<file path="src/include/dbg_defs.svh">
`ifndef DBG_DEFS_SVH
`define DBG_DEFS_SVH

// Datapath widths
`define DBG_WORD_W          32
`define DBG_BYTE_W          8

// Processor state visible to the dump
`define DBG_NUM_REGS        32
`define DBG_NUM_DMEM        16
`define DBG_IMEM_ADDR_W     8
`define DBG_REG_ADDR_W      5
`define DBG_DMEM_ADDR_W     4

// Last instruction of every program
`define DBG_HALT_WORD       32'hFFFF_FFFF

// Command bytes from the host
`define DBG_CH_CONT         8'h63       // 'c'
`define DBG_CH_STEP         8'h73       // 's'
`define DBG_CH_LOAD         8'h64       // 'd'
`define DBG_CH_NEXT         8'h6E       // 'n'

`endif

</file>
<file path="src/hdl/dbg_pkg.sv">
`include "dbg_defs.svh"

package dbg_pkg;

    typedef enum logic [`DBG_BYTE_W-1:0] {
        CMD_CONT = `DBG_CH_CONT,
        CMD_STEP = `DBG_CH_STEP,
        CMD_LOAD = `DBG_CH_LOAD,
        CMD_NEXT = `DBG_CH_NEXT
    } dbg_cmd_e;

    typedef enum logic [2:0] {
        IDLE,
        RUN,
        STEP_WAIT,
        STEP_PULSE,
        LOAD,
        DUMP
    } dbg_state_e;

    // Order of the words in a dump
    typedef enum logic [2:0] {
        SRC_PC,
        SRC_CYCLES,
        SRC_REGS,
        SRC_DMEM,
        SRC_DONE
    } dump_src_e;

    typedef struct packed {
        logic [`DBG_WORD_W-1:0] pc;
        logic [`DBG_WORD_W-1:0] cycle_count;
        logic [`DBG_WORD_W-1:0] reg_data;       // Register at reg_addr
        logic [`DBG_WORD_W-1:0] dmem_data;      // Data word at dmem_addr
        logic                   halt;
    } cpu_status_t;

    typedef struct packed {
        logic [`DBG_REG_ADDR_W-1:0]  reg_addr;
        logic [`DBG_DMEM_ADDR_W-1:0] dmem_addr;
    } cpu_sel_t;

    typedef struct packed {
        logic                        we;
        logic [`DBG_IMEM_ADDR_W-1:0] addr;      // Byte address
        logic [`DBG_WORD_W-1:0]      data;
    } imem_wr_t;

endpackage

</file>
<file path="src/hdl/dbg_control.sv">
`include "dbg_defs.svh"

module dbg_control
(
    input  logic                   i_clk,
    input  logic                   i_reset,
    input  logic                   i_rx_valid,
    input  logic [`DBG_BYTE_W-1:0] i_rx_data,
    input  logic                   i_halt,
    input  logic                   i_load_done,
    input  logic                   i_dump_done,
    output logic                   o_rx_ack,
    output logic [`DBG_BYTE_W-1:0] o_rx_byte,
    output logic                   o_load_strobe,
    output logic                   o_dump_start,
    output logic                   o_cpu_run
);

    import dbg_pkg::*;

    dbg_state_e state;
    dbg_cmd_e   cmd;
    logic       step_mode;      // Return to STEP_WAIT after a dump
    logic       accept;

    // Only IDLE, STEP_WAIT and LOAD take bytes; the rest back-pressure the receiver
    assign accept = i_rx_valid && !o_rx_ack &&
                    (state == IDLE || state == STEP_WAIT ||
                     (state == LOAD && !i_load_done));

    assign cmd = dbg_cmd_e'(i_rx_data);

    always_ff @(posedge i_clk)
    begin
        if (i_reset)
        begin
            state         <= IDLE;
            step_mode     <= 1'b0;
            o_rx_ack      <= 1'b0;
            o_load_strobe <= 1'b0;
            o_dump_start  <= 1'b0;
            o_cpu_run     <= 1'b0;
        end
        else
        begin
            o_rx_ack      <= accept;    // One-cycle acknowledge
            o_load_strobe <= 1'b0;
            o_dump_start  <= 1'b0;

            case (state)
                IDLE:
                begin
                    if (accept)
                    begin
                        case (cmd)
                            CMD_CONT:
                            begin
                                step_mode <= 1'b0;
                                state     <= RUN;
                            end
                            CMD_STEP:
                            begin
                                step_mode <= 1'b1;
                                state     <= STEP_WAIT;
                            end
                            CMD_LOAD:
                                state <= LOAD;
                            default:
                                state <= IDLE;      // Unknown byte dropped
                        endcase
                    end
                end
                RUN:
                begin
                    if (i_halt)
                    begin
                        o_cpu_run    <= 1'b0;
                        o_dump_start <= 1'b1;
                        state        <= DUMP;
                    end
                    else
                    begin
                        o_cpu_run <= 1'b1;
                    end
                end
                STEP_WAIT:
                begin
                    if (accept && cmd == CMD_NEXT)
                    begin
                        o_cpu_run <= 1'b1;          // High for the STEP_PULSE cycle only
                        state     <= STEP_PULSE;
                    end
                end
                STEP_PULSE:
                begin
                    o_cpu_run    <= 1'b0;
                    o_dump_start <= 1'b1;
                    state        <= DUMP;
                end
                LOAD:
                begin
                    if (i_load_done)
                        state <= IDLE;
                    else if (accept)
                        o_load_strobe <= 1'b1;
                end
                DUMP:
                begin
                    if (i_dump_done)
                        state <= (step_mode && !i_halt) ? STEP_WAIT : IDLE;
                end
                default:
                    state <= IDLE;
            endcase
        end
    end

    always_ff @(posedge i_clk)
    begin
        if (accept)
            o_rx_byte <= i_rx_data;
    end

endmodule

</file>
<file path="src/hdl/instr_loader.sv">
`include "dbg_defs.svh"

module instr_loader
(
    input  logic                   i_clk,
    input  logic                   i_reset,
    input  logic                   i_load_strobe,
    input  logic [`DBG_BYTE_W-1:0] i_rx_byte,
    output dbg_pkg::imem_wr_t      o_imem_wr,
    output logic                   o_load_done
);

    logic [`DBG_WORD_W-1:0]      shift_reg;
    logic [`DBG_WORD_W-1:0]      word_next;
    logic [1:0]                  byte_cnt;
    logic [`DBG_IMEM_ADDR_W-1:0] next_addr;     // Address of the next write
    logic                        wr_we;
    logic [`DBG_IMEM_ADDR_W-1:0] wr_addr;
    logic [`DBG_WORD_W-1:0]      wr_data;

    // First byte ends up in the top of the word
    assign word_next = {shift_reg[`DBG_WORD_W-`DBG_BYTE_W-1:0], i_rx_byte};

    always_ff @(posedge i_clk)
    begin
        if (i_reset)
        begin
            byte_cnt    <= 2'd0;
            next_addr   <= '0;
            wr_we       <= 1'b0;
            wr_addr     <= '0;
            o_load_done <= 1'b0;
        end
        else
        begin
            wr_we       <= 1'b0;
            o_load_done <= 1'b0;
            if (i_load_strobe)
            begin
                byte_cnt <= byte_cnt + 2'd1;
                if (byte_cnt == 2'd3)
                begin
                    wr_we   <= 1'b1;
                    wr_addr <= next_addr;
                    if (word_next == `DBG_HALT_WORD)
                    begin
                        next_addr   <= '0;      // Program complete
                        o_load_done <= 1'b1;
                    end
                    else
                    begin
                        next_addr <= next_addr + `DBG_IMEM_ADDR_W'(4);
                    end
                end
            end
        end
    end

    always_ff @(posedge i_clk)
    begin
        if (i_load_strobe)
        begin
            shift_reg <= word_next;
            if (byte_cnt == 2'd3)
                wr_data <= word_next;
        end
    end

    assign o_imem_wr.we   = wr_we;
    assign o_imem_wr.addr = wr_addr;
    assign o_imem_wr.data = wr_data;

endmodule

</file>
<file path="src/hdl/dump_sequencer.sv">
`include "dbg_defs.svh"

module dump_sequencer
(
    input  logic                   i_clk,
    input  logic                   i_reset,
    input  logic                   i_dump_start,
    input  dbg_pkg::cpu_status_t   i_status,
    input  logic                   i_word_ready,
    output dbg_pkg::cpu_sel_t      o_sel,
    output logic                   o_word_valid,
    output logic [`DBG_WORD_W-1:0] o_word_data,
    output logic                   o_dump_done
);

    import dbg_pkg::*;

    localparam logic [`DBG_REG_ADDR_W-1:0]  LAST_REG  =
        `DBG_REG_ADDR_W'(`DBG_NUM_REGS - 1);
    localparam logic [`DBG_DMEM_ADDR_W-1:0] LAST_DMEM =
        `DBG_DMEM_ADDR_W'(`DBG_NUM_DMEM - 1);

    dump_src_e                   src;
    logic [`DBG_REG_ADDR_W-1:0]  reg_idx;
    logic [`DBG_DMEM_ADDR_W-1:0] dmem_idx;

    always_ff @(posedge i_clk)
    begin
        if (i_reset)
        begin
            src         <= SRC_DONE;
            reg_idx     <= '0;
            dmem_idx    <= '0;
            o_dump_done <= 1'b0;
        end
        else
        begin
            o_dump_done <= 1'b0;
            if (i_dump_start)
            begin
                src      <= SRC_PC;
                reg_idx  <= '0;
                dmem_idx <= '0;
            end
            else if (i_word_ready)
            begin
                // Advance only once the current word is fully on the line
                case (src)
                    SRC_PC:
                        src <= SRC_CYCLES;
                    SRC_CYCLES:
                        src <= SRC_REGS;
                    SRC_REGS:
                    begin
                        if (reg_idx == LAST_REG)
                        begin
                            reg_idx <= '0;
                            src     <= SRC_DMEM;
                        end
                        else
                        begin
                            reg_idx <= reg_idx + 1'b1;
                        end
                    end
                    SRC_DMEM:
                    begin
                        if (dmem_idx == LAST_DMEM)
                        begin
                            dmem_idx    <= '0;
                            src         <= SRC_DONE;
                            o_dump_done <= 1'b1;
                        end
                        else
                        begin
                            dmem_idx <= dmem_idx + 1'b1;
                        end
                    end
                    default:
                        src <= SRC_DONE;
                endcase
            end
        end
    end

    always_comb
    begin
        case (src)
            SRC_PC:     o_word_data = i_status.pc;
            SRC_CYCLES: o_word_data = i_status.cycle_count;
            SRC_REGS:   o_word_data = i_status.reg_data;
            SRC_DMEM:   o_word_data = i_status.dmem_data;
            default:    o_word_data = '0;
        endcase
    end

    assign o_word_valid    = (src != SRC_DONE);
    assign o_sel.reg_addr  = reg_idx;
    assign o_sel.dmem_addr = dmem_idx;

endmodule

</file>
<file path="src/hdl/word_serializer.sv">
`include "dbg_defs.svh"

module word_serializer
(
    input  logic                   i_clk,
    input  logic                   i_reset,
    input  logic                   i_word_valid,
    input  logic [`DBG_WORD_W-1:0] i_word_data,
    input  logic                   i_tx_done,
    output logic                   o_word_ready,
    output logic                   o_tx_start,
    output logic [`DBG_BYTE_W-1:0] o_tx_data
);

    logic [`DBG_WORD_W-1:0] shift_reg;
    logic [1:0]             byte_cnt;
    logic                   busy;       // Word held
    logic                   sending;    // Current byte started
    logic                   load_word;
    logic                   byte_end;

    // Skip the ready cycle so the old word is not taken twice
    assign load_word = i_word_valid && !busy && !o_word_ready;
    assign byte_end  = busy && sending && !o_tx_start && i_tx_done;

    always_ff @(posedge i_clk)
    begin
        if (i_reset)
        begin
            busy         <= 1'b0;
            sending      <= 1'b0;
            byte_cnt     <= 2'd0;
            o_tx_start   <= 1'b0;
            o_word_ready <= 1'b0;
        end
        else
        begin
            o_word_ready <= 1'b0;
            if (load_word)
            begin
                busy     <= 1'b1;
                sending  <= 1'b0;
                byte_cnt <= 2'd0;
            end
            else if (busy && !sending)
            begin
                if (i_tx_done)
                begin
                    o_tx_start <= 1'b1;     // Transmitter idle
                    sending    <= 1'b1;
                end
            end
            else if (o_tx_start)
            begin
                if (!i_tx_done)
                    o_tx_start <= 1'b0;     // Byte taken
            end
            else if (byte_end)
            begin
                sending  <= 1'b0;
                byte_cnt <= byte_cnt + 2'd1;
                if (byte_cnt == 2'd3)
                begin
                    busy         <= 1'b0;
                    o_word_ready <= 1'b1;
                end
            end
        end
    end

    always_ff @(posedge i_clk)
    begin
        if (load_word)
            shift_reg <= i_word_data;
        else if (byte_end)
            shift_reg <= shift_reg << `DBG_BYTE_W;     // Next byte to the top
    end

    assign o_tx_data = shift_reg[`DBG_WORD_W-1 -: `DBG_BYTE_W];

endmodule

</file>
<file path="src/hdl/dbg_top.sv">
`include "dbg_defs.svh"

module dbg_top
(
    input  logic                   i_clk,
    input  logic                   i_reset,
    input  logic                   i_rx_valid,
    input  logic [`DBG_BYTE_W-1:0] i_rx_data,
    output logic                   o_rx_ack,
    output logic                   o_tx_start,
    output logic [`DBG_BYTE_W-1:0] o_tx_data,
    input  logic                   i_tx_done,
    input  dbg_pkg::cpu_status_t   i_cpu_status,
    output dbg_pkg::cpu_sel_t      o_cpu_sel,
    output dbg_pkg::imem_wr_t      o_imem_wr,
    output logic                   o_cpu_run
);

    logic [`DBG_BYTE_W-1:0] rx_byte;
    logic                   load_strobe;
    logic                   load_done;
    logic                   dump_start;
    logic                   dump_done;
    logic                   word_valid;
    logic [`DBG_WORD_W-1:0] word_data;
    logic                   word_ready;

    dbg_control u_control
    (
        .i_clk         (i_clk),
        .i_reset       (i_reset),
        .i_rx_valid    (i_rx_valid),
        .i_rx_data     (i_rx_data),
        .i_halt        (i_cpu_status.halt),
        .i_load_done   (load_done),
        .i_dump_done   (dump_done),
        .o_rx_ack      (o_rx_ack),
        .o_rx_byte     (rx_byte),
        .o_load_strobe (load_strobe),
        .o_dump_start  (dump_start),
        .o_cpu_run     (o_cpu_run)
    );

    instr_loader u_loader
    (
        .i_clk         (i_clk),
        .i_reset       (i_reset),
        .i_load_strobe (load_strobe),
        .i_rx_byte     (rx_byte),
        .o_imem_wr     (o_imem_wr),
        .o_load_done   (load_done)
    );

    dump_sequencer u_dump
    (
        .i_clk         (i_clk),
        .i_reset       (i_reset),
        .i_dump_start  (dump_start),
        .i_status      (i_cpu_status),
        .i_word_ready  (word_ready),
        .o_sel         (o_cpu_sel),
        .o_word_valid  (word_valid),
        .o_word_data   (word_data),
        .o_dump_done   (dump_done)
    );

    word_serializer u_serializer
    (
        .i_clk         (i_clk),
        .i_reset       (i_reset),
        .i_word_valid  (word_valid),
        .i_word_data   (word_data),
        .i_tx_done     (i_tx_done),
        .o_word_ready  (word_ready),
        .o_tx_start    (o_tx_start),
        .o_tx_data     (o_tx_data)
    );

endmodule

</file>
<file path="config.mk">
export PLATFORM = sky130hd
export DESIGN_NAME = dbg_top
export DESIGN_NICKNAME = d
export VERILOG_FILES = /design/src/hdl/dbg_pkg.sv /design/src/hdl/dbg_control.sv /design/src/hdl/instr_loader.sv /design/src/hdl/dump_sequencer.sv /design/src/hdl/word_serializer.sv /design/src/hdl/dbg_top.sv
export VERILOG_INCLUDE_DIRS = /design/src /design/src/include
export SDC_FILE = /design/constraint.sdc
export NUM_CORES = 1
export LEC_CHECK = 0
export ABC_CLOCK_PERIOD_IN_PS = 8140
export BUFFER_PORTS_ARGS = -buffer_cell sky130_fd_sc_hd__buf_2
export CAP_MARGIN = 20
export CELL_PAD_IN_SITES_DETAIL_PLACEMENT = 1
export CELL_PAD_IN_SITES_GLOBAL_PLACEMENT = 1
export CORE_MARGIN = 2
export CORE_UTILIZATION = 39
export CTS_CLUSTER_DIAMETER = 30
export DETAILED_ROUTE_END_ITERATION = 8
export PLACE_DENSITY = 0.83
export SETUP_SLACK_MARGIN = 0.02
export SYNTH_ARGS = -nofsm -noshare
export SYNTH_HDL_FRONTEND = slang
export SYNTH_HIERARCHICAL = 1
export SYNTH_SLANG_ARGS = --single-unit
</file>
<file path="constraint.sdc">
create_clock -name i_clk -period 8.14 [get_ports i_clk]
set_clock_uncertainty 0.1 [all_clocks]
set_input_delay 0.814 -clock i_clk [delete_from_list [all_inputs] [get_ports i_clk]]
set_output_delay 0.814 -clock i_clk [all_outputs]
set_load 0.1 [all_outputs]
</file>
# --- After elaboration in Yosys (flattened, before gate mapping) ---
# Cells that the tools add are included.
classes:
  n_addsub: 5
  n_eq_ne: 31
  muxes: 42
  n_bitwise: 9
  n_reduce_logical: 47
ops:
  columns: ["op", "count"]
  rows:
  - ["case mux 32 bit (4 select lines)", 1]
  - ["two-way mux 32 bit", 2]
  - ["== test 32 bit (second input constant)", 1]
  - ["== test 8 x 7 -> 1 bit (second input constant)", 4]
  - ["two-way mux 3 bit", 9]
  - ["two-way mux 1 bit", 20]
  - ["case mux 3 bit (6 select lines)", 1]
  - ["AND reduction 3 bit", 5]
  - ["== test 3 x 2 -> 1 bit (second input constant)", 4]
  - ["!= test 2 x 1 -> 1 bit (second input constant)", 6]
  - ["case mux 3 bit (4 select lines)", 1]
  - ["logical AND 1 bit", 11]
  - ["!= test 2 bit (second input constant)", 5]
  - ["AND reduction 2 bit", 5]
  - ["nonzero test 2 bit", 5]
  - ["inverter 1 bit", 9]
  - ["case mux 3 bit (3 select lines)", 1]
  - ["adder 8 x 3 -> 8 bit (second input constant)", 1]
  - ["two-way mux 8 bit", 1]
  - ["zero test 1 bit", 7]
  - ["== test 3 x 1 -> 1 bit (second input constant)", 2]
  - ["== test 3 bit (second input constant)", 2]
  - ["zero test 3 bit", 2]
  - ["!= test 3 x 2 -> 1 bit (second input constant)", 2]
  - ["other kinds (20)", 27]
word_totals:
  register_bits: 143
  in_bits: 141
  out_inout_bits: 61
  wordCells: 159

# --- Logic depth before layout (Yosys ltp) ---
logic_depth:
  depth_word: 7
  ltp_mapped: 8
  mapped_depth_nobuf: 6

# --- Hierarchy ---
# The synthesis kept the hierarchy.
by_module_without_submodules:
  columns: ["mod", "instances", "cells_each", "area_per_inst_um2"]
  rows:
  - ["instr_loader", 1, 149, 2476.1]
  - ["word_serializer", 1, 101, 1654.1]
  - ["dump_sequencer", 1, 145, 1615.3]
  - ["dbg_control", 1, 64, 720.7]

# --- Least setup slack after synthesis ---
# No wires, ideal clock.
synth_timing:
  path_type: "reg-to-reg"
  from: "reg u_dump.src[1]"
  to: "reg u_serializer.shift_reg[0] (enable)"
  setup_time_ps: 394
  arrival_time_ps: 2285
  slack_ps: 5361
  path_stages_with_launch: 9
  n_path_buf: 4
  synth_period_minus_slack_ps: 2779
  cell_sequence: "dfxtp_1 -> buf_2 -> buf_2 -> nor2_1 -> nand2_1 -> nor3b_2 -> buf_6 -> buf_8 -> nand2b_1"
synth_between:
  elab_chain_cells: 4
synth_rtl:
  columns: ["element", "line", "rtl"]
  rows:
  - ["from (decl)", "dump_sequencer.sv:23", "dump_src_e src;"]
  - ["from (signal assigned)", "dump_sequencer.sv:31", "src <= SRC_DONE;"]
  - ["from (signal assigned)", "dump_sequencer.sv:41", "src <= SRC_PC;"]
  - ["from (signal assigned)", "dump_sequencer.sv:50", "src <= SRC_CYCLES;"]
  - ["!= test 3 bit", "dump_sequencer.sv:96", "assign o_word_valid = (src != SRC_DONE);"]
  - ["via word_valid", "dbg_top.sv:24", "logic word_valid;"]
  - ["logical AND 1 bit (2 in series)", "word_serializer.sv:23", "assign load_word = i_word_valid && !busy && !o_word_ready;"]
  - ["nonzero test 2 bit (no source line)", null, null]
  - ["to (signal assigned)", "word_serializer.sv:74", "shift_reg <= i_word_data;"]
  - ["to (signal assigned)", "word_serializer.sv:76", "shift_reg <= shift_reg << `DBG_BYTE_W;"]
  - ["to (decl)", "word_serializer.sv:15", "logic [`DBG_WORD_W-1:0] shift_reg;"]
# The timed path passes the listed nets, and every way through them passes these cells.
# A chain may end at the register's enable or synchronous reset.

# --- Final worst setup path ---
layout_timing:
  from: "reg u_dump.src[1]"
  to: "reg u_serializer.shift_reg[25] (enable)"
# Same word-level chain as after synthesis.

==> metrics.csv <==
stage,metric,value,unit
timing,final_hold_viol_count,0,
worst_setup_path,start_kind,register,
worst_setup_path,critPathCaptureType,register,
clocking,htreeDepth,4,
worst_setup_path,crit_required,8.11,ns
timing,max_slew_margin,38.03,%
worst_setup_path,r2r_setup_slack,4.81,ns
detailed_routing,drc_errors,0,
grt,grt_antenna_before_repair,0,
pwr,seqPwrFrac,47.8,%
logic_synthesis,synth_warnings,6,
logic_synthesis,synthMostInstantiatedCell,edfxtp_1,
status,status,"complete, no violations",
layout,ff_latch_area,3746,µm²
clocking,ctsResizeCount,0,
clocking,clk_path_buf_depth,2,
timing,finalSetupTns,0,ns
pwr,pwr-share-clk,47.8,%
timing,drv_slew,0,
pwr,internal-power,1.225,mW
pwr,powerDensity,194.4,nW/µm²
logic_synthesis,synth-edff-count,96,
logic_synthesis,synth_top_area_cell,edfxtp_1,
logic_synthesis,synth_flop_cell,edfxtp_1,
timing,fin_crit,3.329,ns
grt,grt_pass1_wl,24990,µm
floorplanning,row_count,47,
timing,setup_viol,0,
timing,rsz0062_at_grt,false,
layout,areaGrowthSynthToFinish,25.79,%
layout,nets,795,
worst_setup_path,cp_max_fo,40,
detailed_routing,drt_first_pass_iters,5,
job,max-cap-violations,0,
timing,worstMarginPinSlew,0.9295,ns
pwr,power_frac_comb,4.5,%
place,numPortBuffers,199,
place,gp_congestion,0.8926,
clocking,post_cts_buffers,0,
floorplanning,ioPinCount,202,
pwr,swShare,22.54,%
detailed_routing,first_iter_violations,267,
detailed_routing,vias_per_cell,5.158,
logic_synthesis,synth_common_cells,"edfxtp_1 (96), dfxtp_1 (43), mux4_2 (33)",
timing,fin_ws,4.811,ns
floorplanning,fp.dieW,132.8,µm
place,dp_hpwl,11810,µm
logic_synthesis,synth_seq_area_share,57.89,%
clocking,clock_sinks,139,
pwr,p_sw,356.3,µW
logic_synthesis,netlist_area,6466,µm²
detailed_routing,num_vias,4544,
grt,grtUsageTotal,18.35,%
layout,multiInputGateArea,2467,µm²
detailed_routing,drt_wl_total,16050,µm
detailed_routing,wl_per_cell,18.21,µm
clocking,insertion_delay,0.42,ns
logic_synthesis,synth_area_leaders,"edfxtp_1 (45%), dfxtp_1 (13%), mux4_2 (11%)",
timing,max_freq,300.4,MHz
logic_synthesis,synth_top_cell_area_share,44.58,%
worst_setup_path,crit_arrival,3.30,ns
clocking,numCtsBuffers,17,
clocking,ctsRootBufferMaster,clkbuf_16,
place,dp.cells,848,
place,place_ws,4.797,ns
clocking,cts_hold_buf,0,
layout,fillers,1725,
layout,stdcell_count,881,
worst_setup_path,crit_type,register to register,
timing,final.period_utilization,40.89,%
grt,grt_max_degree,41,
logic_synthesis,synth.avg_cell_area,14.09,µm²
min_path,hold_class,register to register,
clocking,path_clk_slew,0.07,ns
floorplanning,die-area,17630,µm²
logic_synthesis,synth_cell_types,63,
pwr,peakVddDrop,0.1635,mV
logic_synthesis,synth_async_sr_flop_share,0,%
grt,grt_pass1_vias,4821,
clocking,cts_tree,yes,
logic_synthesis,synthCells,459,
layout,diodes,0,
logic_synthesis,ys_ff_latch,139,
floorplanning,initial_utilization,39.41,%
layout,drive_gt1_share,47.20,%
floorplanning,core-area,16410,µm²
detailed_routing,final_antenna_net_count,0,
grt,overflow,0,
floorplanning,die_h,132.8,µm
pwr,leakage,3.119,nW
power by group through the flow:
stage	logic, mW	registers, mW	clock network (mW)
after CTS	0.0710	0.755	0.767
after detailed placement	0.0707	0.771	0
final	0.0709	0.755	0.755
after floorplan	0.0293	0.771	0
after global routing	0.0764	0.755	0.795
after global placement	0.0679	0.770	0
layout make-up:
cell class | count | share of cell area, %
flip-flops and latches | 139 | 46.05
multi-input cells | 278 | 30.33
repair buffers | 205 | 12.77
clock buffers | 17 | 5.230
inverters | 7 | 0.3230
clock inverters | 15 | 1.907
well taps | 220 | 3.384
final timing paths:
check	start	end	cells after the start
min reg2reg	u_loader/shift_reg[18]	u_loader/wr_data[26]	0
max	u_dump/src[1]	u_serializer/shift_reg[25]	6
max reg2reg	u_dump/src[1]	u_serializer/shift_reg[25]	6
min	u_loader/shift_reg[18]	u_loader/wr_data[26]	0
cells by family (layout without fill, tap and decap cells):
logic type,Yosys count,after routing,share of synthesized area (%)
DFF,139,139,57.89
AOI/OAI and AO/OA,49,49,4.528
and+or+nand+nor,156,156,15.03
xor gates and xnor gates,2,2,0.2709
other,1,2,0.05799
buffers and inverters,43,244,4.102
muxes,63,63,16.95
adders and majority gates,6,6,1.161
critical path: stages (launching register included):
cell,delay [ns]
dfxtp_2,0.93
nor2_1,0.12
nand2_1,0.10
nor3b_4,0.76
buf_4,0.40
nand2b_1,0.14
buf_4,0.39
routing by layer:
| layer | global-route usage (%) | wire [µm] | vias to the layer above |
|---|---|---|---|
| li1 | - | - | 2127 |
| met1 | 20.79 | 6432 | 2274 |
| met2 | 33.22 | 8674 | 115 |
| met3 | 3.908 | 557 | 28 |
| met4 | 8.124 | 382 | 0 |
| met5 | 0 | 0 | - |
metrics by stage:
step | hold slack, ns | cell area, µm² | power, mW | util (%)
after detailed placement | 0.3375 | 7548 | 0.8412 | 46.01
after global routing | 0.3740 | 8134 | 1.627 | 49.58
after CTS | 0.3526 | 8129 | 1.593 | 49.55
after global placement | 0.3345 | 7548 | 0.8379 | 46.01
after floorplan | 0.3260 | 6470 | 0.8006 | -
final | 0.3556 | 8134 | 1.581 | 49.58
layout by cell type, fill, tap and decap left out, types with 4 or more instances in the layout:
master | Yosys | layout
nor2b_1 | 32 | 32
mux2i_1 | 6 | 6
mux2_2 | 18 | 18
inv_1 | 5 | 5
buf_2 | 9 | 199
nand3_1 | 4 | 4
nor4b_1 | 4 | 4
nand2_1 | 28 | 28
mux2_4 | 6 | 6
o21ai_1 | 4 | 4
a21oi_1 | 22 | 22
inv_6 | 0 | 7
mux4_2 | 33 | 33
edfxtp_1 | 96 | 96
and2_1 | 8 | 8
ha_1 | 6 | 6
nor4_1 | 5 | 5
dfxtp_1 | 43 | 41
nor3b_1 | 5 | 5
nand4_1 | 7 | 7
clkbuf_16 | 0 | 17
buf_4 | 13 | 5
nor3_1 | 6 | 6
a211oi_1 | 5 | 5
o21ai_0 | 6 | 6
nor2_1 | 20 | 20
(Power assumes the default switching activity.)
